**config.mk**
```make
export PLATFORM = sky130hd
export DESIGN_NAME = dcache_datapath
export DESIGN_NICKNAME = d
export VERILOG_FILES = /design/src/mem_hierarchy_pkg.sv /design/src/dcache_datapath.sv
export SDC_FILE = /design/constraint.sdc
export NUM_CORES = 1
export LEC_CHECK = 0
export BUFFER_PORTS_ARGS = -buffer_cell sky130_fd_sc_hd__buf_2
export CAP_MARGIN = 10
export CORE_AREA = 2 2 104 106
export DETAILED_ROUTE_END_ITERATION = 8
export DIE_AREA = 0 0 106 108
export GPL_TIMING_DRIVEN = 0
export PLACE_DENSITY_LB_ADDON = 0.3
export SETUP_SLACK_MARGIN = 0.5
export SYNTH_ARGS = -nofsm -noshare
export SYNTH_HDL_FRONTEND = slang
export SYNTH_SLANG_ARGS = --single-unit
```
**constraint.sdc**
```tcl
create_clock -name vclk -period 1.2
set_input_delay 0.24 -clock vclk [all_inputs]
set_output_delay 0.24 -clock vclk [all_outputs]
set_load 0.1 [all_outputs]
```
**src/mem_hierarchy_pkg.sv**
```systemverilog
package mem_hierarchy_pkg;

	// Word and address geometry
	localparam int WORD_W = 16;
	localparam int ADDR_W = 16;

	// Address splits into tag, index and offset
	localparam int LINE_WORDS = 4;
	localparam int OFFSET_W = 2;
	localparam int INDEX_W = 6;
	localparam int TAG_W = 8;
	localparam int LINE_ADDR_W = INDEX_W + TAG_W;
	localparam int NUM_LINES = 2 ** INDEX_W;

	// Unified memory access time in cycles
	localparam int MEM_LAT = 4;
	localparam int MEM_CNT_W = $clog2(MEM_LAT);
	localparam logic [MEM_CNT_W-1:0] MEM_CNT_LAST = MEM_CNT_W'(MEM_LAT - 1);

	// One cache line is moved whole or picked apart by word
	typedef union packed {
		logic [LINE_WORDS*WORD_W-1:0] raw;
		logic [LINE_WORDS-1:0][WORD_W-1:0] words;
	} line_t;

	typedef enum logic [1:0] {
		IDLE,
		I_FILL,
		D_WB,
		D_FILL
	} ctrl_state_t;

endpackage

```
**src/dcache_datapath.sv**
```systemverilog
`timescale 1ns/1ps

module dcache_datapath (
	input logic [mem_hierarchy_pkg::ADDR_W-1:0] i_d_addr,
	input logic [mem_hierarchy_pkg::WORD_W-1:0] i_wrt_data,
	input mem_hierarchy_pkg::line_t i_cache_line,
	input mem_hierarchy_pkg::line_t i_mem_line,
	input logic [mem_hierarchy_pkg::TAG_W-1:0] i_victim_tag,
	input logic i_data_sel,
	input logic i_evict,
	output logic [mem_hierarchy_pkg::WORD_W-1:0] o_rd_word,
	output mem_hierarchy_pkg::line_t o_wr_line,
	output logic [mem_hierarchy_pkg::LINE_ADDR_W-1:0] o_mem_addr
);

	logic [mem_hierarchy_pkg::OFFSET_W-1:0] offset;
	logic [mem_hierarchy_pkg::INDEX_W-1:0] index;
	mem_hierarchy_pkg::line_t store_line;

	assign offset = i_d_addr[mem_hierarchy_pkg::OFFSET_W-1:0];
	assign index = i_d_addr[mem_hierarchy_pkg::OFFSET_W +: mem_hierarchy_pkg::INDEX_W];

	assign o_rd_word = i_cache_line.words[offset];

	// Store line is the cached line with one word replaced
	always_comb begin
		store_line = i_cache_line;
		store_line.words[offset] = i_wrt_data;
	end

	// Fill takes the memory line and a write hit takes the merged one
	assign o_wr_line = i_data_sel ? i_mem_line : store_line;

	// Victim lives at the same index under the tag still in the cache
	always_comb begin
		if (i_evict) begin
			o_mem_addr = {i_victim_tag, index};
		end else begin
			o_mem_addr = i_d_addr[mem_hierarchy_pkg::ADDR_W-1:mem_hierarchy_pkg::OFFSET_W];
		end
	end

endmodule

```
---- Word-level counts from Yosys, hierarchy flattened ----
Cells that the tools add are included.
storage, ports and cells
  register bits ........................... 0
  bits in latches ......................... 0
  bits in writable memories ............... 0
  bits in read-only memories .............. 0
  input bits .............................. 170
  output and inout bits ................... 94
  memories ................................ 0
operators by class
  $add $sub $neg .......................... 0
  multiply operators ...................... 0
  div/mod/pow operators ................... 0
  $lt $le $gt $ge ......................... 2
  eq/ne operators ......................... 0
  shift operators ......................... 0
  mux-type cells .......................... 7
  bitwise gates (word level) .............. 0
  reduce and logical (&&, ||, !) cells .... 1
operator list
  cell                                                  number
  bitwise mux 64 bit                                    1
  two-way mux 64 bit                                    1
  binary-select mux 16 bit (select 2 bit)               1
  demux 16 bit (select 2 bit)                           1
  two-way mux 16 bit                                    2
  two-way mux 14 bit                                    1
  < comparator 2 x 3 -> 1 bit (second input constant)   1
  >= comparator 2 x 1 -> 1 bit (second input constant)  1
  logical AND 1 bit                                     1

---- Longest topological paths before layout ----
  depth after elaboration ................. 6
  mapped depth ............................ 5
  gate-level depth less buffers ........... 2

---- Worst setup path after synthesis ----
OpenSTA, ideal clock, no wires.
  path type ............................... in2out
  start ................................... input i_d_addr[1] in the netlist's numbering
  end ..................................... output o_wr_line[51] in the netlist's numbering
  data arrival time ....................... 4121 ps
  required time ........................... 960 ps
  setup slack ............................. -3161 ps
  stages .................................. 4
  cell sequence ........................... buf_6 -> and2_4 -> buf_6 -> o311ai_0
RTL lines
  element      RTL line               text
  from (decl)  dcache_datapath.sv:4   input logic [mem_hierarchy_pkg::ADDR_W-1:0] i_d_addr,
  to (decl)    dcache_datapath.sv:12  output mem_hierarchy_pkg::line_t o_wr_line,

==> impl_metrics.yaml <==
logic_synthesis:
  synth_largest_area_cell: "sky130_fd_sc_hd__mux4_2"
  syn-mean-instance-area_um2: 8.33
  post_synth_num_cell_types: 25
  postSynthNetCount: 474
  ys_seq_area_share_pct: 0
  gate_count_post_synth: 304
  post_synth_most_frequent_cells: "sky130_fd_sc_hd__a221o_1, sky130_fd_sc_hd__inv_1, sky130_fd_sc_hd__nand2_1, sky130_fd_sc_hd__nor2b_1, sky130_fd_sc_hd__o311ai_1"
  yosysWarnings: 0
  synthTopCellsByArea: "sky130_fd_sc_hd__mux4_2, sky130_fd_sc_hd__a221o_1, sky130_fd_sc_hd__nor2b_1"
  syn_area_um2: 2530
  synth_top_cell_area_share_pct: 14.2
setup_path:
  crit_fanout: 10
  cp_slowest_stage_delay_ns: 0.37
  cp_top_family: "buffers and inverters"
  cell_with_the_largest_stage_delay_on_the_worst_path: "sky130_fd_sc_hd__a221o_4"
  timing.critical_path.required_ns: 0.96
  critical-path-top-cell-by-count: "sky130_fd_sc_hd__buf_12"
  worst-endpoint-arrival_ns: 1.44
  end_kind: "output port"
  critPathLaunchType: "input pin"
  critical_path_cell_by_cell: "buf_12 > or2_1 > buf_6 > buf_12 > a221o_4 > buf_12"
  crit_type: "input pin to output port"
  critical_path.n_buffers_inverters: 4
drt:
  drcViolationCount: 0
  wirelength_um: 19300
  drt_pre_antenna_iters: 4
  route.vias.total: 4095
  route.detailed.wl_per_inst_um: 26.9
  ant_nets: 0
  drt_first_iter_violations: 202
  via_per_inst: 5.70
power_and_ir_drop:
  switching_share_pct: 60.8
  intPower_mw: 2.17
  ir_drop_uv: 503
  clock_power_share_pct: 0
  switchingPower_mw: 3.36
  share_of_power_burned_in_registers_pct: 0
  leakagePower_nw: 3.28
  power_per_cell_area_nw_per_um2: 752
  p_comb_share_pct: 100.0
sta:
  timing.final.max_slew_violations: 0
  rsz0062_at_grt: "yes"
  slew-limit-headroom_pct: 73.1
  post-route-min-period_ns: 1.68
  timing_hold_violations_final: 0
  transition_time_of_the_tightest_slew_check_pin_ns: 0.404
  max_freq_mhz: 595
  finalWorstSetupSlack_ns: -0.480
  timing.setup.tns_ns: -33.16
  setup_violations: 80
  final.period_utilization_pct: 140
floorplanning:
  die_y_um: 108
  io_pins: 264
  dieArea_um2: 11400
  effective_utilization_at_floorplan_pct: 24.8
  floorplan.core_area_um2: 10200
  floorplan.rows: 37
  die_width_um: 106
cells_and_area:
  proportion_of_layout_cells_with_a_drive_suffix_above_1_pct: 77.3
  final-instance-count-excl-fill: 718
  num_antenna_cells: 0
  flops_and_latches: 0
  clock_buffer_count: 0
  seqCellArea_um2: 0
  num-fill-cells: 689
  number_of_nets_at_the_end_of_the_flow: 754
  synthToLayoutAreaGrowth_pct: 190
flow_run:
  max_cap_viol_count: 0
global_routing:
  grtUsageTotal_pct: 31.6
  number_of_antenna_violations_at_the_first_check_in_global_routing: 0
  grt_pass1_wl_um: 27200
  grt_max_degree: 11
  number_of_global_route_vias_before_repair: 4421
  grt_overflow: 0
placed_design:
  half_perimeter_wire_length_after_placement_um: 13100
  portBuffers: 256
  placed_cells_incl_taps: 696
  routability_driven_placement_congestion_ratio: 0.818
cts:
  cts_hold_repair.buffers: 0
status:
  status: "finished, violations left"
  violations: "negative setup slack"
worst_hold_path:
  worst_hold_path_type: "input pin to output port"
==> cells by family after synthesis <==
family | synth area share [%]
compound gates | 23.7
simple gates | 40.1
buf+inv | 18.4
mux | 17.8
==> power by group through the flow <==
stage | Combinational (mW) | Clock (mW) | Sequential (mW)
after floorplan | 3.40 | 0 | 0
after global placement | 4.18 | 0 | 0
after detailed placement | 4.21 | 0 | 0
after CTS | 5.41 | 0 | 0
after global routing | 5.63 | 0 | 0
final | 5.52 | 0 | 0
==> placed cells by master, fill, tap and decap left out <==
cell type | netlist | final
sky130_fd_sc_hd__a221o_2 | 0 | 5
sky130_fd_sc_hd__a221o_4 | 0 | 27
sky130_fd_sc_hd__and2_4 | 1 | 1
sky130_fd_sc_hd__and4bb_1 | 15 | 15
sky130_fd_sc_hd__buf_12 | 0 | 93
sky130_fd_sc_hd__buf_16 | 0 | 6
sky130_fd_sc_hd__buf_2 | 18 | 163
sky130_fd_sc_hd__buf_4 | 14 | 12
sky130_fd_sc_hd__buf_6 | 10 | 32
sky130_fd_sc_hd__buf_8 | 0 | 12
sky130_fd_sc_hd__bufbuf_16 | 0 | 1
sky130_fd_sc_hd__clkbuf_16 | 0 | 8
sky130_fd_sc_hd__clkbuf_2 | 1 | 1
sky130_fd_sc_hd__clkbuf_4 | 0 | 2
sky130_fd_sc_hd__inv_1 | 32 | 32
sky130_fd_sc_hd__mux2_4 | 0 | 8
sky130_fd_sc_hd__mux4_2 | 16 | 16
sky130_fd_sc_hd__nand2_1 | 32 | 32
sky130_fd_sc_hd__nand2b_4 | 0 | 1
sky130_fd_sc_hd__nand4b_1 | 16 | 16
sky130_fd_sc_hd__nand4bb_1 | 15 | 4
sky130_fd_sc_hd__nand4bb_4 | 0 | 11
sky130_fd_sc_hd__nor2b_1 | 32 | 32
sky130_fd_sc_hd__nor2b_4 | 0 | 1
sky130_fd_sc_hd__nor4b_2 | 1 | 9
sky130_fd_sc_hd__nor4b_4 | 0 | 7
sky130_fd_sc_hd__nor4bb_4 | 0 | 1
sky130_fd_sc_hd__o311ai_4 | 0 | 32
sky130_fd_sc_hd__or2_1 | 1 | 1
sky130_fd_sc_hd__or4bb_4 | 0 | 1
==> through the flow <==
stage               instance area (um^2)  worst slack [ns]  utilization, %  hold WS (ns)  total power [mW]
floorplan                           3790            -0.632               -         0.642              3.40
global placement                    5240            -0.900            51.3         0.845              4.18
detailed placement                  5240            -0.936            51.3         0.845              4.21
CTS                                 7180            -0.466            70.2         0.714              5.41
global route                        7350            -0.496            71.8         0.718              5.63
finish                              7350            -0.480            71.8         0.717              5.52
==> what timing repair did <==
action	in CTS	in global routing
buffers inserted	7	7
cloned	7	1
gates resized for setup	413	12
pin swaps	7	6
setup endpoints to repair	94	94
==> final cells by class <==
cell class / count / area, um^2 / share of cell area (%)
Buffer: 52 / 772 / 10.5
Timing Repair Buffer: 278 / 2950 / 40.2
Tap cell: 136 / 170 / 2.32
Multi-Input combinational cell: 220 / 3330 / 45.3
Inverter: 32 / 120 / 1.63
==> layer usage <==
metal,track usage [%],share of wire [%],vias up
met5,0,0,-
met4,7.80,3.2,0
met2,62.7,53,256
li1,-,-,1788
met1,35.1,37,2009
met3,4.64,6.6,42
==> worst paths after layout <==
path	to	startpoint	depth (start not counted)	slack, ns
max	o_wr_line[11]	i_d_addr[0]	6	-0.48
min	o_mem_addr[3]	i_d_addr[5]	2	0.72
(Power assumes the default switching activity.)
