`src/mem_hierarchy_pkg.sv`:
```
package mem_hierarchy_pkg;

	// Word and address geometry
	localparam int WORD_W = 16;
	localparam int ADDR_W = 16;

	// Address splits into tag, index and offset
	localparam int LINE_WORDS = 4;
	localparam int OFFSET_W = 2;
	localparam int INDEX_W = 6;
	localparam int TAG_W = 8;
	localparam int LINE_ADDR_W = INDEX_W + TAG_W;
	localparam int NUM_LINES = 2 ** INDEX_W;

	// Unified memory access time in cycles
	localparam int MEM_LAT = 4;
	localparam int MEM_CNT_W = $clog2(MEM_LAT);
	localparam logic [MEM_CNT_W-1:0] MEM_CNT_LAST = MEM_CNT_W'(MEM_LAT - 1);

	// One cache line is moved whole or picked apart by word
	typedef union packed {
		logic [LINE_WORDS*WORD_W-1:0] raw;
		logic [LINE_WORDS-1:0][WORD_W-1:0] words;
	} line_t;

	typedef enum logic [1:0] {
		IDLE,
		I_FILL,
		D_WB,
		D_FILL
	} ctrl_state_t;

endpackage

```
`src/cache.sv`:
```
`timescale 1ns/1ps

module cache (
	input logic clk,
	input logic i_reset,
	input logic [mem_hierarchy_pkg::LINE_ADDR_W-1:0] i_line_addr,
	input mem_hierarchy_pkg::line_t i_wr_line,
	input logic i_we,
	input logic i_set_dirty,
	output mem_hierarchy_pkg::line_t o_rd_line,
	output logic [mem_hierarchy_pkg::TAG_W-1:0] o_tag,
	output logic o_hit,
	output logic o_dirty
);

	mem_hierarchy_pkg::line_t line_mem [mem_hierarchy_pkg::NUM_LINES];
	logic [mem_hierarchy_pkg::TAG_W-1:0] tag_mem [mem_hierarchy_pkg::NUM_LINES];
	logic [mem_hierarchy_pkg::NUM_LINES-1:0] valid;
	logic [mem_hierarchy_pkg::NUM_LINES-1:0] dirty;

	logic [mem_hierarchy_pkg::INDEX_W-1:0] idx;
	logic [mem_hierarchy_pkg::TAG_W-1:0] line_tag;

	assign idx = i_line_addr[mem_hierarchy_pkg::INDEX_W-1:0];
	assign line_tag = i_line_addr[mem_hierarchy_pkg::LINE_ADDR_W-1:mem_hierarchy_pkg::INDEX_W];

	// Line and tag storage
	always_ff @(posedge clk) begin
		if (i_we) begin
			line_mem[idx].raw <= i_wr_line.raw;
			tag_mem[idx] <= line_tag;
		end
	end

	// Per-line state bits
	always_ff @(posedge clk) begin
		if (i_reset) begin
			valid <= '0;
			dirty <= '0;
		end else if (i_we) begin
			valid[idx] <= 1'b1;
			dirty[idx] <= i_set_dirty;
		end
	end

	// Lookup is combinational so hits answer in the same cycle
	always_comb begin
		o_rd_line.raw = line_mem[idx].raw;
		o_tag = tag_mem[idx];
		o_hit = valid[idx] && (tag_mem[idx] == line_tag);
		o_dirty = valid[idx] && dirty[idx];
	end

	// A store marks a line dirty only while that line is being written
	a_dirty_needs_we: assert property (
		@(posedge clk) disable iff (i_reset)
		i_set_dirty |-> i_we
	) else $error("cache: set_dirty without write enable");

endmodule

```
`config.mk`:
```
export PLATFORM = sky130hd
export DESIGN_NAME = cache
export DESIGN_NICKNAME = d
export VERILOG_FILES = /design/src/mem_hierarchy_pkg.sv /design/src/cache.sv
export SDC_FILE = /design/constraint.sdc
export NUM_CORES = 2
export LEC_CHECK = 0
export BUFFER_PORTS_ARGS = -buffer_cell sky130_fd_sc_hd__buf_2
export CAP_MARGIN = 20
export CELL_PAD_IN_SITES_DETAIL_PLACEMENT = 0
export CELL_PAD_IN_SITES_GLOBAL_PLACEMENT = 1
export CORE_ASPECT_RATIO = 1.5
export CORE_MARGIN = 4
export CORE_UTILIZATION = 51
export DETAILED_ROUTE_END_ITERATION = 10
export PLACE_DENSITY_LB_ADDON = 0.2
export SYNTH_ARGS = -nofsm -noshare
export SYNTH_HDL_FRONTEND = slang
export SYNTH_MEMORY_MAX_BITS = 65536
export SYNTH_SLANG_ARGS = --single-unit
```
`constraint.sdc`:
```
create_clock -name clk -period 5.1 [get_ports clk]
set_input_delay 0.255 -clock clk [delete_from_list [all_inputs] [get_ports clk]]
set_output_delay 0.255 -clock clk [all_outputs]
set_load 0.03 [all_outputs]
```
Word level (Yosys, flattened, before mapping)
Memory sizes are Yosys's and may differ from the RTL's.
Index checks and enable logic that the tools add are counted.

cells by class
  order comparisons = 2
  bitwise gates (word level) = 1
  mux-type cells = 9
  reductions and logical operators = 3
  eq/ne operators = 1

operators with widths
  cell                                                               count
  bitwise mux 64 bit                                                 1
  OR 64 bit                                                          1
  binary-select mux 1 bit (select 6 bit)                             2
  equality test 8 bit                                                1
  less-than comparator 6 x 7 -> 1 bit, second input constant         1
  demux 1 bit (select 6 bit)                                         1
  greater-or-equal comparator 6 x 1 -> 1 bit, second input constant  1
  2-to-1 mux 1 bit                                                   5
  logical AND 1 bit                                                  3

word-level totals
  input port bits = 82
  memories = 2
  RAM bits = 4608
  register bits = 128
  logic and storage cells = 20

memories
  name      depth  width  rd ports  clocked after Yosys merged registers in  wr ports  line         text
  line_mem  64     64     1         0                                        1         cache.sv:16  mem_hierarchy_pkg::line_t line_mem [mem_hierarchy_pkg::NUM_LINES];
  tag_mem   64     8      1         0                                        1         cache.sv:17  logic [mem_hierarchy_pkg::TAG_W-1:0] tag_mem [mem_hierarchy_pkg::NUM_LINES];

Logic depth before layout (Yosys ltp)
  word-level depth = 5
  mapped depth = 13

Worst setup path before layout
No wires, ideal clock.

  path type = input-to-reg
  start point = input port i_line_addr[2] in the netlist's numbering
  end point = memory line_mem[7][0] in the netlist's numbering, enable pin
  setup time = 0.506 ns
  arrival time = 5.159 ns
  stages on the path = 9
  slack = -0.564 ns
  cells stage by stage = buf_2 buf_2 buf_2 buf_2 buf_4 clkbuf_1 nand4_1 clkbuf_1 nor2_1

RTL lines
  what             line         text
  start, declared  cache.sv:6   input logic [mem_hierarchy_pkg::LINE_ADDR_W-1:0] i_line_addr,
  end, declared    cache.sv:16

No word-level cell before the write port.

Final worst setup path
  start point = input port i_line_addr[2] in the netlist's numbering
  end point = output port o_hit

between the ends
  longest elaborated chain between the ends = 3

ends and longest elaborated chain
  what                                                                           line         text
  memory (64 x 8 bit) or binary-select mux 1 bit (select 6 bit) (tied branches)  n/a
  equality test 8 bit or 2-to-1 mux 1 bit (tied branches)                        cache.sv:50  o_hit = valid[idx] && (tag_mem[idx] == line_tag);
  logical AND 1 bit *                                                            cache.sv:50
  end, declared                                                                  cache.sv:12  output logic o_hit,

Mark *: on every way between the ends. The rest lies on a longest branch, timed or not. The select of a mux whose other input is x is not followed.

==> out/results.ini <==
[status]
status = complete, no violations

[placed_design]
place.port_buffers = 155
hpwl_mm = 260
place_congestion = 0.779
place_inst = 12600
dpl_cell_area_um2 = 189000

[setup_path]
slowest_stage = buf_4
arrival_ns = 4.19
crit_fanout = 101
timing.critical_path.required_ns = 4.85
critPathKind = in2out
critPathLaunchType = primary input
worstPathCellList = buf_12, buf_4, mux2i_1, o221ai_1, nor3_1, a31oi_1, xnor2_1, nand3_1, nor4b_2, buf_2
critPathCaptureType = output pin
slowest_delay_ns = 0.50

[drt]
vias = 90700
dr_wl_met2_mm = 271
drt_iter0_markers = 12500
top_layer = met5
wl_met1_mm = 199
wire_per_inst_um = 39.7
routed_wl_mm = 534
detail-route-antenna-nets = 0
dr.pass1.iters = 8
met3_length_mm = 46.7
vias_per_cell = 6.75
drc = 0

[final_layout]
final_area_um2 = 204000
drive_above_1_share = 0.262
layout.cells.non_filler = 13400
nets = 8464
area_delta_synth_final_pct = 13.4

[grt]
track_usage = 0.294
antenna_found_initial = 32
grt_max_degree = 133
grt_pass1_vias = 89600
grt.overflow.total = 0
grt_pass1_wl_mm = 736

[timing]
fmax_mhz = 225
tightest_slew_ns = 1.17
setup_viol = 0
rsz0062_at_grt = false
skew_ns = 0
finalHoldViolCount = 0
timing.final.crit_share = 0.871
period_needed_ns = 4.44
slew_headroom = 0.218
slew_violations = 0

[clock_network]
clk_latency_ns = 0.95
clk_pin_slew_ns = 0.06
cts_buffers = 429
clock_path_buffers = 4
post_cts_buffers = 0
h-tree-depth = 5
cts-root-buf = clkbuf_16
numClockSinks = 4736
cts_tree = built

[floorplanning]
core_area_um2 = 350000
row_count = 266
die_h_um = 735
num_io_pins = 156
fp.dieW_um = 493
dieArea_um2 = 362000
initial_core_util = 0.513

[synth]
syn_area_um2 = 180000
synth_seq_cells = 4736
synthCells = 7886
ys_async_sr_fraction = 0
synth.avg_cell_area_um2 = 22.8
synth_edf_count = 4608
yosys.cell_types.count = 56
syn_nets = 7968
ys_seq_area_frac = 0.784
ys.warnings.count = 0
synth_flop_cell = edfxtp_1

[min_path]
hold_path_class = in2reg

[pwr]
vdd_drop_max_v = 0.000412
power.density_nw_per_um2 = 388
leakage_uw = 0.0647

[flow_run]
max_cap_violations = 0

## where the power goes
group	internal, uW	leakage, uW	switching (uW)
clock network	18100	0.00677	14200
registers	42900	0.0425	59.5
logic	1440	0.0154	2460
## critical path, delay by kind of cell
kind,cells,cell delay (ns)
AO/OA/AOI/OAI,2,0.44
XOR/XNOR,1,0.45
buffers and inverters,3,1.27
multiplexers,1,0.40
AND/OR/NAND/NOR,3,1.18
## final cells by class
class | count | area (um^2)
tap | 4690 | 5870
clock buffer | 508 | 11300
sequential | 4736 | 141000
multi-input combinational | 2698 | 37500
fill | 24900 | 147000
timing repair buffer | 517 | 5750
clock inverter | 273 | 2510
antenna | 11 | 27.5
## layer usage
metal | vias up | global-route usage
met1 | 50300 | 0.406
met2 | 4976 | 0.494
li1 | 34600 | -
met4 | 4 | 0.0840
met5 | - | 0
met3 | 908 | 0.0413
## synth_stat cells (3+ instances only)
cell type / instances / area [um^2]
mux2i_1: 634 / 6350
or3_1: 3 / 18.8
xor2_1: 4 / 35.0
clkbuf_1: 195 / 732
o221ai_1: 5 / 43.8
nand3_1: 13 / 65.1
a211oi_1: 7 / 52.6
nand2_1: 87 / 327
nor3b_1: 3 / 22.5
o21ai_0: 74 / 370
o22ai_1: 301 / 1880
xnor2_1: 4 / 35.0
edfxtp_1: 4608 / 138000
buf_6: 3 / 33.8
nor3_1: 8 / 40.0
buf_2: 109 / 546
buf_1: 129 / 484
nor2_1: 206 / 773
nand3b_1: 3 / 22.5
o32ai_1: 3 / 26.3
nor2b_1: 5 / 31.3
nand4b_1: 3 / 26.3
a21oi_1: 76 / 380
a22o_1: 5 / 43.8
dfxtp_1: 128 / 2560
buf_4: 15 / 113
or4_1: 65 / 488
nand4_1: 5 / 31.3
a22oi_1: 16 / 120
mux4_2: 1132 / 25500
or2_2: 3 / 18.8
## stage by stage
step / setup TNS, ns / worst slack [ns] / util / hold slack [ns] / total power [uW]
2_1_floorplan: -1381.82 / -0.553 / - / 0.354 / 46100
3_3_place_gp: 0 / 0.774 / 0.540 / 0.444 / 47600
3_5_place_dp: 0 / 0.722 / 0.540 / 0.458 / 47700
4_1_cts: 0 / 0.704 / 0.581 / 0.000133 / 79600
5_1_grt: 0 / 0.660 / 0.582 / 0.0672 / 81400
6_report: 0 / 0.656 / 0.582 / 0.0353 / 79200
## worst paths after layout
kind	from	to	slack, ns	cells after the start
setup / recovery	i_line_addr[2]	o_hit	0.66	10
hold reg to reg	valid[53]	valid[53]	0.47	2
setup reg to reg	dirty[36]	dirty[36]	4.40	2
hold / removal	i_wr_line[56]	line_mem[47][56]	0.04	1
## cells by family (layout without fill, tap and decap cells)
logic type | count (synthesis) | after routing | synth area share
multiplexers | 1767 | 1767 | 0.177
XOR/XNOR | 8 | 8 | 0.000390
other | 0 | 11 | 0
buffers and inverters | 452 | 1298 | 0.0107
flip-flops | 4736 | 4736 | 0.784
AO/OA/AOI/OAI | 502 | 502 | 0.0170
AND/OR/NAND/NOR | 421 | 421 | 0.0112
## state kept, by name (all words and copies together), names as in the netlist
signal	cells
line_mem	4096
tag_mem	512
valid	64
dirty	64
## layout by cell type (no fill, tap or decap), drive strengths merged, types with 4 or more instances in the layout
master | Yosys | layout
nand2 | 87 | 87
o21ai | 74 | 74
a22oi | 16 | 16
dfxtp | 128 | 128
nand4 | 5 | 5
xnor2 | 4 | 4
o221ai | 5 | 5
mux2i | 634 | 634
a22o | 5 | 5
nand3 | 13 | 13
nor2b | 5 | 5
o22ai | 301 | 301
a211oi | 7 | 7
dlygate4sd3 | 0 | 48
or4 | 66 | 66
diode | 0 | 11
a21oi | 76 | 76
inv | 0 | 12
nor3 | 8 | 8
clkinv | 0 | 200
edfxtp | 4608 | 4608
xor2 | 4 | 4
mux4 | 1132 | 1132
bufinv | 0 | 45
clkinvlp | 0 | 16
clkbuf | 195 | 508
buf | 257 | 469
nor2 | 206 | 206
## what timing repair did
item,4_1_cts,5_1_grt
hold buffers,40,8
gates resized for setup,0,0
hold endpoints to repair,1769,476
Power figures use the tool's default switching activity.
