`config.mk`:
```
export PLATFORM = sky130hd
export DESIGN_NAME = cache_controller
export DESIGN_NICKNAME = d
export VERILOG_FILES = /design/src/mem_hierarchy_pkg.sv /design/src/cache_controller.sv
export SDC_FILE = /design/constraint.sdc
export NUM_CORES = 1
export LEC_CHECK = 0
export BUFFER_PORTS_ARGS = -buffer_cell sky130_fd_sc_hd__buf_2
export CORE_AREA = 5 5 42 44
export DETAILED_ROUTE_END_ITERATION = 16
export DIE_AREA = 0 0 47 49
export PLACE_DENSITY = 0.41
export SLEW_MARGIN = 15
export SYNTH_ARGS = -nofsm -noshare
export SYNTH_HDL_FRONTEND = slang
export SYNTH_SLANG_ARGS = --single-unit
```
`constraint.sdc`:
```
create_clock -name clk -period 1.4 [get_ports clk]
set_input_delay 0.07 -clock clk [delete_from_list [all_inputs] [get_ports clk]]
set_output_delay 0.07 -clock clk [all_outputs]
set_load 0.01 [all_outputs]
```
`src/mem_hierarchy_pkg.sv`:
```
package mem_hierarchy_pkg;

	// Word and address geometry
	localparam int WORD_W = 16;
	localparam int ADDR_W = 16;

	// Address splits into tag, index and offset
	localparam int LINE_WORDS = 4;
	localparam int OFFSET_W = 2;
	localparam int INDEX_W = 6;
	localparam int TAG_W = 8;
	localparam int LINE_ADDR_W = INDEX_W + TAG_W;
	localparam int NUM_LINES = 2 ** INDEX_W;

	// Unified memory access time in cycles
	localparam int MEM_LAT = 4;
	localparam int MEM_CNT_W = $clog2(MEM_LAT);
	localparam logic [MEM_CNT_W-1:0] MEM_CNT_LAST = MEM_CNT_W'(MEM_LAT - 1);

	// One cache line is moved whole or picked apart by word
	typedef union packed {
		logic [LINE_WORDS*WORD_W-1:0] raw;
		logic [LINE_WORDS-1:0][WORD_W-1:0] words;
	} line_t;

	typedef enum logic [1:0] {
		IDLE,
		I_FILL,
		D_WB,
		D_FILL
	} ctrl_state_t;

endpackage

```
`src/cache_controller.sv`:
```
`timescale 1ns/1ps

module cache_controller (
	input logic clk,
	input logic i_reset,
	input logic i_i_hit,
	input logic i_d_hit,
	input logic i_d_dirty,
	input logic i_d_re,
	input logic i_d_we,
	input logic i_u_rdy,
	output logic o_u_re,
	output logic o_u_we,
	output logic o_i_we,
	output logic o_d_we,
	output logic o_d_set_dirty,
	output logic o_d_data_sel,
	output logic o_addr_sel,
	output logic o_evict,
	output logic o_d_rdy
);

	mem_hierarchy_pkg::ctrl_state_t state;
	mem_hierarchy_pkg::ctrl_state_t next_state;

	logic d_req;

	assign d_req = i_d_re || i_d_we;

	always_ff @(posedge clk) begin
		if (i_reset) begin
			state <= mem_hierarchy_pkg::IDLE;
		end else begin
			state <= next_state;
		end
	end

	always_comb begin
		next_state = state;
		o_u_re = 1'b0;
		o_u_we = 1'b0;
		o_i_we = 1'b0;
		o_d_we = 1'b0;
		o_d_set_dirty = 1'b0;
		o_d_data_sel = 1'b0;
		o_addr_sel = 1'b0;
		o_evict = 1'b0;
		o_d_rdy = 1'b0;

		unique case (state)
			mem_hierarchy_pkg::IDLE: begin
				// Instruction side always wins
				if (!i_i_hit) begin
					next_state = mem_hierarchy_pkg::I_FILL;
				end else if (d_req && !i_d_hit) begin
					if (i_d_dirty) begin
						next_state = mem_hierarchy_pkg::D_WB;
					end else begin
						next_state = mem_hierarchy_pkg::D_FILL;
					end
				end else if (i_d_we) begin
					// Write hit merges the store word into the line
					o_d_we = 1'b1;
					o_d_set_dirty = 1'b1;
					o_d_rdy = 1'b1;
				end else if (i_d_re) begin
					o_d_rdy = 1'b1;
				end
			end

			mem_hierarchy_pkg::I_FILL: begin
				o_u_re = 1'b1;
				if (i_u_rdy) begin
					o_i_we = 1'b1;
					next_state = mem_hierarchy_pkg::IDLE;
				end
			end

			mem_hierarchy_pkg::D_WB: begin
				// Victim goes out at {old tag, index}
				o_u_we = 1'b1;
				o_addr_sel = 1'b1;
				o_evict = 1'b1;
				if (i_u_rdy) begin
					next_state = mem_hierarchy_pkg::D_FILL;
				end
			end

			mem_hierarchy_pkg::D_FILL: begin
				o_u_re = 1'b1;
				o_addr_sel = 1'b1;
				o_d_data_sel = 1'b1;
				if (i_u_rdy) begin
					o_d_we = 1'b1;
					next_state = mem_hierarchy_pkg::IDLE;
				end
			end

			default: begin
				next_state = mem_hierarchy_pkg::IDLE;
			end
		endcase
	end

	a_one_mem_op: assert property (
		@(posedge clk) disable iff (i_reset)
		!(o_u_re && o_u_we)
	) else $error("cache_controller: memory read and write at once");

	a_d_rdy_idle: assert property (
		@(posedge clk) disable iff (i_reset)
		o_d_rdy |-> (state == mem_hierarchy_pkg::IDLE)
	) else $error("cache_controller: data ready outside IDLE");

endmodule

```
# [Word-level counts from Yosys, hierarchy flattened]
# Cells that the tools add are included.
# Widths: inputs -> output; s select.
[totals] output_inout_bits=9 regBits=2 input_bits=8 word_cells=36
[op_classes] n_eq_ne=6 n_reduce_logical=7 n_mux=22
[op_table] op="$mux 1" count=16
[op_table] op="$mux 2" count=4
[op_table] op="$pmux 2 s3" count=1
[op_table] op="$eq 2x2->1 const B" count=2
[op_table] op="$reduce_or 2->1" count=2
[op_table] op="$ne 3x3->1 const B" count=1
[op_table] op="$reduce_and 3->1" count=1
[op_table] op="$eq 2x1->1 const B" count=1
[op_table] op="$logic_not 2->1" count=1
[op_table] op="$ne 2x1->1 const B" count=1
[op_table] op="$ne 2x2->1 const B" count=1
[op_table] op="$pmux 1 s2" count=1
[op_table] op="$logic_and 1x1->1" count=1
[op_table] op="$logic_not 1->1" count=1
[op_table] op="$logic_or 1x1->1" count=1

# [Longest topological paths before layout]
[depth] ltp_word=5 ltp_mapped=5 depth_no_buf=5

# [Worst setup path before layout]
# OpenSTA, ideal clock, no wires.
[synth_path] path_kind="register to register" from="register state[0]" to="register state[1]" synth_period_minus_slack_ns=1.291 path_stages_with_launch=6 setup_time_ns=0.079 arrival_ns=1.212 path_slack_ns=0.109 n_path_buf=0 required_time_ns=1.321 path_cell_list="dfxtp_1 inv_1 ha_1 nor3_2 o22ai_2 a211oi_2"
[synth_between] elab_chain_len=4 elab_cells_between_ends=10 cone_classes="eq/ne: 6; mux: 1; reduce/logical: 3"
[synth_rtl] element="start, declared" line_no="cache_controller.sv:23" rtl="mem_hierarchy_pkg::ctrl_state_t state;"
[synth_rtl] element="start signal, assigned" line_no="cache_controller.sv:32" rtl="state <= mem_hierarchy_pkg::IDLE;"
[synth_rtl] element="start signal, assigned" line_no="cache_controller.sv:34" rtl="state <= next_state;"
[synth_rtl] element="$eq 2x2->1 / $eq 2x1->1 (equally long branches)" line_no="cache_controller.sv:50" rtl="unique case (state)"
[synth_rtl] element="$reduce_or 2->1 (no line)"
[synth_rtl] element="$ne 2x1->1 (no line)"
[synth_rtl] element="$reduce_and 3->1 (no line)"
# Parallel ways exist; a longest one is shown, timed or not.
# A chain may end at the register's enable or synchronous reset.

# [Final worst setup path]
[layout_path] from="register state[0]" to="output port o_addr_sel"
[layout_between] elab_chain_len=3 elab_cells_between_ends=4 cone_classes="eq/ne: 2; mux: 1; reduce/logical: 1"
[layout_rtl] element="$eq 2x2->1" line_no="cache_controller.sv:50"
[layout_rtl] element="$reduce_or 2->1 (no line) (*)"
[layout_rtl] element="$mux 1 (*)" line_no="cache_controller.sv:50"
[layout_rtl] element="end, declared" line_no="cache_controller.sv:18" rtl="output logic o_addr_sel,"
# Mark *: on every way between the ends. The rest lies on a longest branch, timed or not.

==> results.toml <==
[run_status]
result_of_the_run = "completed"

[yosys]
syn-cell-area_um2 = 246.5
syn_nets = 39
post_synth_num_cell_types = 19
synth_sequential_area_ratio_pct = 16.24
synth-seq-cells = 2
synth_warnings = 0
syn_avg_cell_area_um2 = 9.129
synth_cells = 27

[power]
comb_power_share_pct = 70.2
cellPowerDensity_nw_per_um2 = 1929
switching_share_pct = 40.98
maximum_vdd_drop_uv = 567.4
static-leakage-power_nw = 0.2226
switching_power_total_w = 0.0003362
post-layout-total-power_w = 0.0008206
clkPwrFrac_pct = 15.6
pwr-share-seq_pct = 14.2
cellInternalPower_w = 0.0004843

[die]
placement_rows = 14
core_um2 = 1401
fp.dieW_um = 47
die_area_um2 = 2303
start_util_pct = 17.59
floorplan.die.height_um = 49
io_pins = 17

[global_route]
global_route.usage.total_pct = 6.610
grt_max_degree = 7
initial_antenna_violation_count = 0
grt_pass1_wl_um = 1117
gr-total-overflow = 0
grt_pass1_vias = 278

[timing]
period_needed_ps = 1369
clock.fmax_mhz = 730.7
slew-limit-headroom_pct = 85.43
tightest_slew_ps = 217.4
finalHoldViolCount = 0
final_critical_path_setup_slack_ps = 31.42
finClkSkew_ps = 1.008
layout_worst_path_cycle_share_pct = 97.76
grt_setup_unrepaired = "true"
finalSetupViolations = 0
report.final.slew_viol_count = 0

[worst_setup_path]
critical_path_cell_by_cell = "inv_2 -> ha_2 -> buf_4 -> or2_1 -> buf_2"
critPathRequiredTime_ps = 1330
critical_path.max_stage_delay_ps = 350
critical_path_depth = 5
termination_of_the_worst_setup_path = "o_addr_sel"
slowest_stage = "sky130_fd_sc_hd__dfxtp_2"
timing.reg2reg.worst_path_depth = 6
r2r-end = "state[0]$_SDFFE_PP0P_"
timing.critical_path.fanout_max = 4
crit_path_capture_type = "primary output"
startpoint_of_the_lowest_slack_register_to_register_path = "state[1]$_SDFFE_PP0P_"
r2r_setup_slack_ps = 70
critical_path.n_buffers_inverters = 3
cp_top_family = "flip-flops"
crit_arrival_ps = 1300
start_kind = "flip-flop"
setup.worst_path.class = "flip-flop to primary output"
worst_setup_startpoint = "state[0]$_SDFFE_PP0P_"

[layout]
area.growth.synth_to_final_pct = 72.59
finalInstanceArea_um2 = 425.4
share_of_cells_above_drive_strength_1_pct = 70.00
finish.net_count = 64
register_area_um2 = 42.54
reg_top3 = "state (2)"
multi_input_area_um2 = 209.0
nFillCells = 169
largest_register_ffs = 2
largest-register = "state"
fin_util_pct = 30.36
num_antenna_cells = 0
fin_cells = 66

[placed_design]
routabilityCongestion = 0.6704
placement.io_buffers = 16
place_ws_ps = 49.99
post-place-cells = 60
dpl_cell_area_um2 = 354.1

[drt]
final_antenna_net_count = 0
drt-vias-per-instance = 4.515
finalWirelength_um = 728
total_iterations_of_the_first_detailed_routing_run = 2
drcViolationCount = 0
dr.first_iter.drc_count = 3
avgRoutedWirePerCell_um = 11.03
routed-via-count = 298

[clock_tree]
h-tree-depth = 1
tritoncts_clock_tree = "done"
cts_buffer_count = 3
clk_pin_slew_worst_paths_ps = 30
clock_sinks = 2
cts_root_buf = "sky130_fd_sc_hd__clkbuf_4"
cts_max_path_buffers = 2
clock_latency_late_sink_ps = 220

[worst_hold_path]
hold_class = "input pin to flip-flop"

[job]
cap_viol_max_count = 0
==> power by group through the flow <==
| stage | sequential, W | combinational (W) | clock (W) |
|---|---|---|---|
| after CTS | 0.000113 | 0.000491 | 0.000139 |
| after floorplan | 0.0000988 | 0.000312 | 0 |
| after global routing | 0.000122 | 0.000641 | 0.000141 |
| after detailed placement | 0.000104 | 0.000448 | 0 |
| after global placement | 0.000104 | 0.000452 | 0 |
| final | 0.000117 | 0.000576 | 0.000128 |
==> layer usage <==
metal	up-vias	global-route usage [%]	wire length (um)
met4	0	4.147	0
met5	-	0	0
met3	0	2.214	53
met2	10	9.276	355
met1	141	8.315	319
li1	147	-	-
==> what timing repair did <==
action,in CTS,in global routing
gates resized for setup,8,2
setup buffers,0,3
endpoints found under the setup margin,3,2
pin swaps,0,1
hold buffers,0,0
==> synthesized netlist by cell type <==
cell type / count / area share [%]
sky130_fd_sc_hd__ha_1: 4 / 20
sky130_fd_sc_hd__inv_1: 3 / 4.6
sky130_fd_sc_hd__dfxtp_1: 2 / 16
sky130_fd_sc_hd__nor2_1: 2 / 3.0
sky130_fd_sc_hd__or2_1: 2 / 5.1
sky130_fd_sc_hd__a211oi_2: 1 / 5.1
sky130_fd_sc_hd__a21oi_1: 1 / 2.0
sky130_fd_sc_hd__a311o_1: 1 / 4.1
sky130_fd_sc_hd__and2_1: 1 / 2.5
sky130_fd_sc_hd__and4_1: 1 / 3.6
sky130_fd_sc_hd__buf_4: 1 / 3.0
sky130_fd_sc_hd__mux2i_1: 1 / 4.1
sky130_fd_sc_hd__nand2_1: 1 / 1.5
sky130_fd_sc_hd__nand2b_1: 1 / 2.5
sky130_fd_sc_hd__nor3_2: 1 / 4.1
sky130_fd_sc_hd__o2111a_1: 1 / 4.6
sky130_fd_sc_hd__o21ba_1: 1 / 4.1
sky130_fd_sc_hd__o221a_1: 1 / 4.6
sky130_fd_sc_hd__o22ai_2: 1 / 5.1
==> layout by cell type (no fill, tap or decap), drive strengths merged <==
cell type	synthesis	layout
nand2b	1	1
a21oi	1	1
a311o	1	1
nor3	1	1
mux2i	1	1
buf	1	21
clkbuf	0	3
inv	3	3
ha	4	4
or2	2	2
o221a	1	1
o21ba	1	1
and2	1	1
o22ai	1	1
and4	1	1
nor2	2	2
o2111a	1	1
nand2	1	1
dfxtp	2	2
a211oi	1	1
==> worst min-delay path by stage <==
| stage | start | endpoint | slack (ps) | cells after the start |
|---|---|---|---|---|
| finish | i_reset | state[1]$_SDFFE_PP0P_ | 30 | 2 |
| global route | i_reset | state[1]$_SDFFE_PP0P_ | 30 | 2 |
| CTS | i_reset | state[1]$_SDFFE_PP0P_ | 20 | 2 |
| detailed placement | i_reset | state[1]$_SDFFE_PP0P_ | 270 | 2 |
| global placement | i_reset | state[1]$_SDFFE_PP0P_ | 270 | 2 |
| floorplan | i_reset | state[1]$_SDFFE_PP0P_ | 130 | 1 |
==> logic make-up (layout without fill, tap and decap cells) <==
| group | count (synthesis) | in the layout | synth area share, % |
|---|---|---|---|
| flops | 2 | 2 | 16.24 |
| fa+ha+maj | 4 | 4 | 20.31 |
| buf+inv | 4 | 27 | 7.615 |
| compound gates | 7 | 7 | 29.44 |
| mux | 1 | 1 | 4.061 |
| simple gates | 9 | 9 | 22.34 |
==> worst register-to-register path, stage by stage (launching register included) <==
cell and delay, ps:
sky130_fd_sc_hd__dfxtp_2 350, sky130_fd_sc_hd__inv_4 60, sky130_fd_sc_hd__ha_4 170, sky130_fd_sc_hd__buf_4 140
sky130_fd_sc_hd__buf_4 120, sky130_fd_sc_hd__a311o_1 290, sky130_fd_sc_hd__mux2i_1 110
==> metrics by stage <==
| stage | setup TNS [ps] | hold WS, ps |
|---|---|---|
| CTS | 0 | 21.44 |
| global route | -79.20 | 30.22 |
| finish | 0 | 31.68 |
| global placement | 0 | 273.4 |
| detailed placement | 0 | 271.7 |
| floorplan | 0 | 134.6 |
==> layout make-up <==
cell class | instances | area share (%)
well taps | 16 | 4.706
repair buffers | 21 | 27.65
multi-input cells | 21 | 49.12
flip-flops and latches | 2 | 10.00
inverters | 3 | 3.235
clock buffers | 3 | 5.294
No activity file was read; power rests on OpenSTA's default activity.
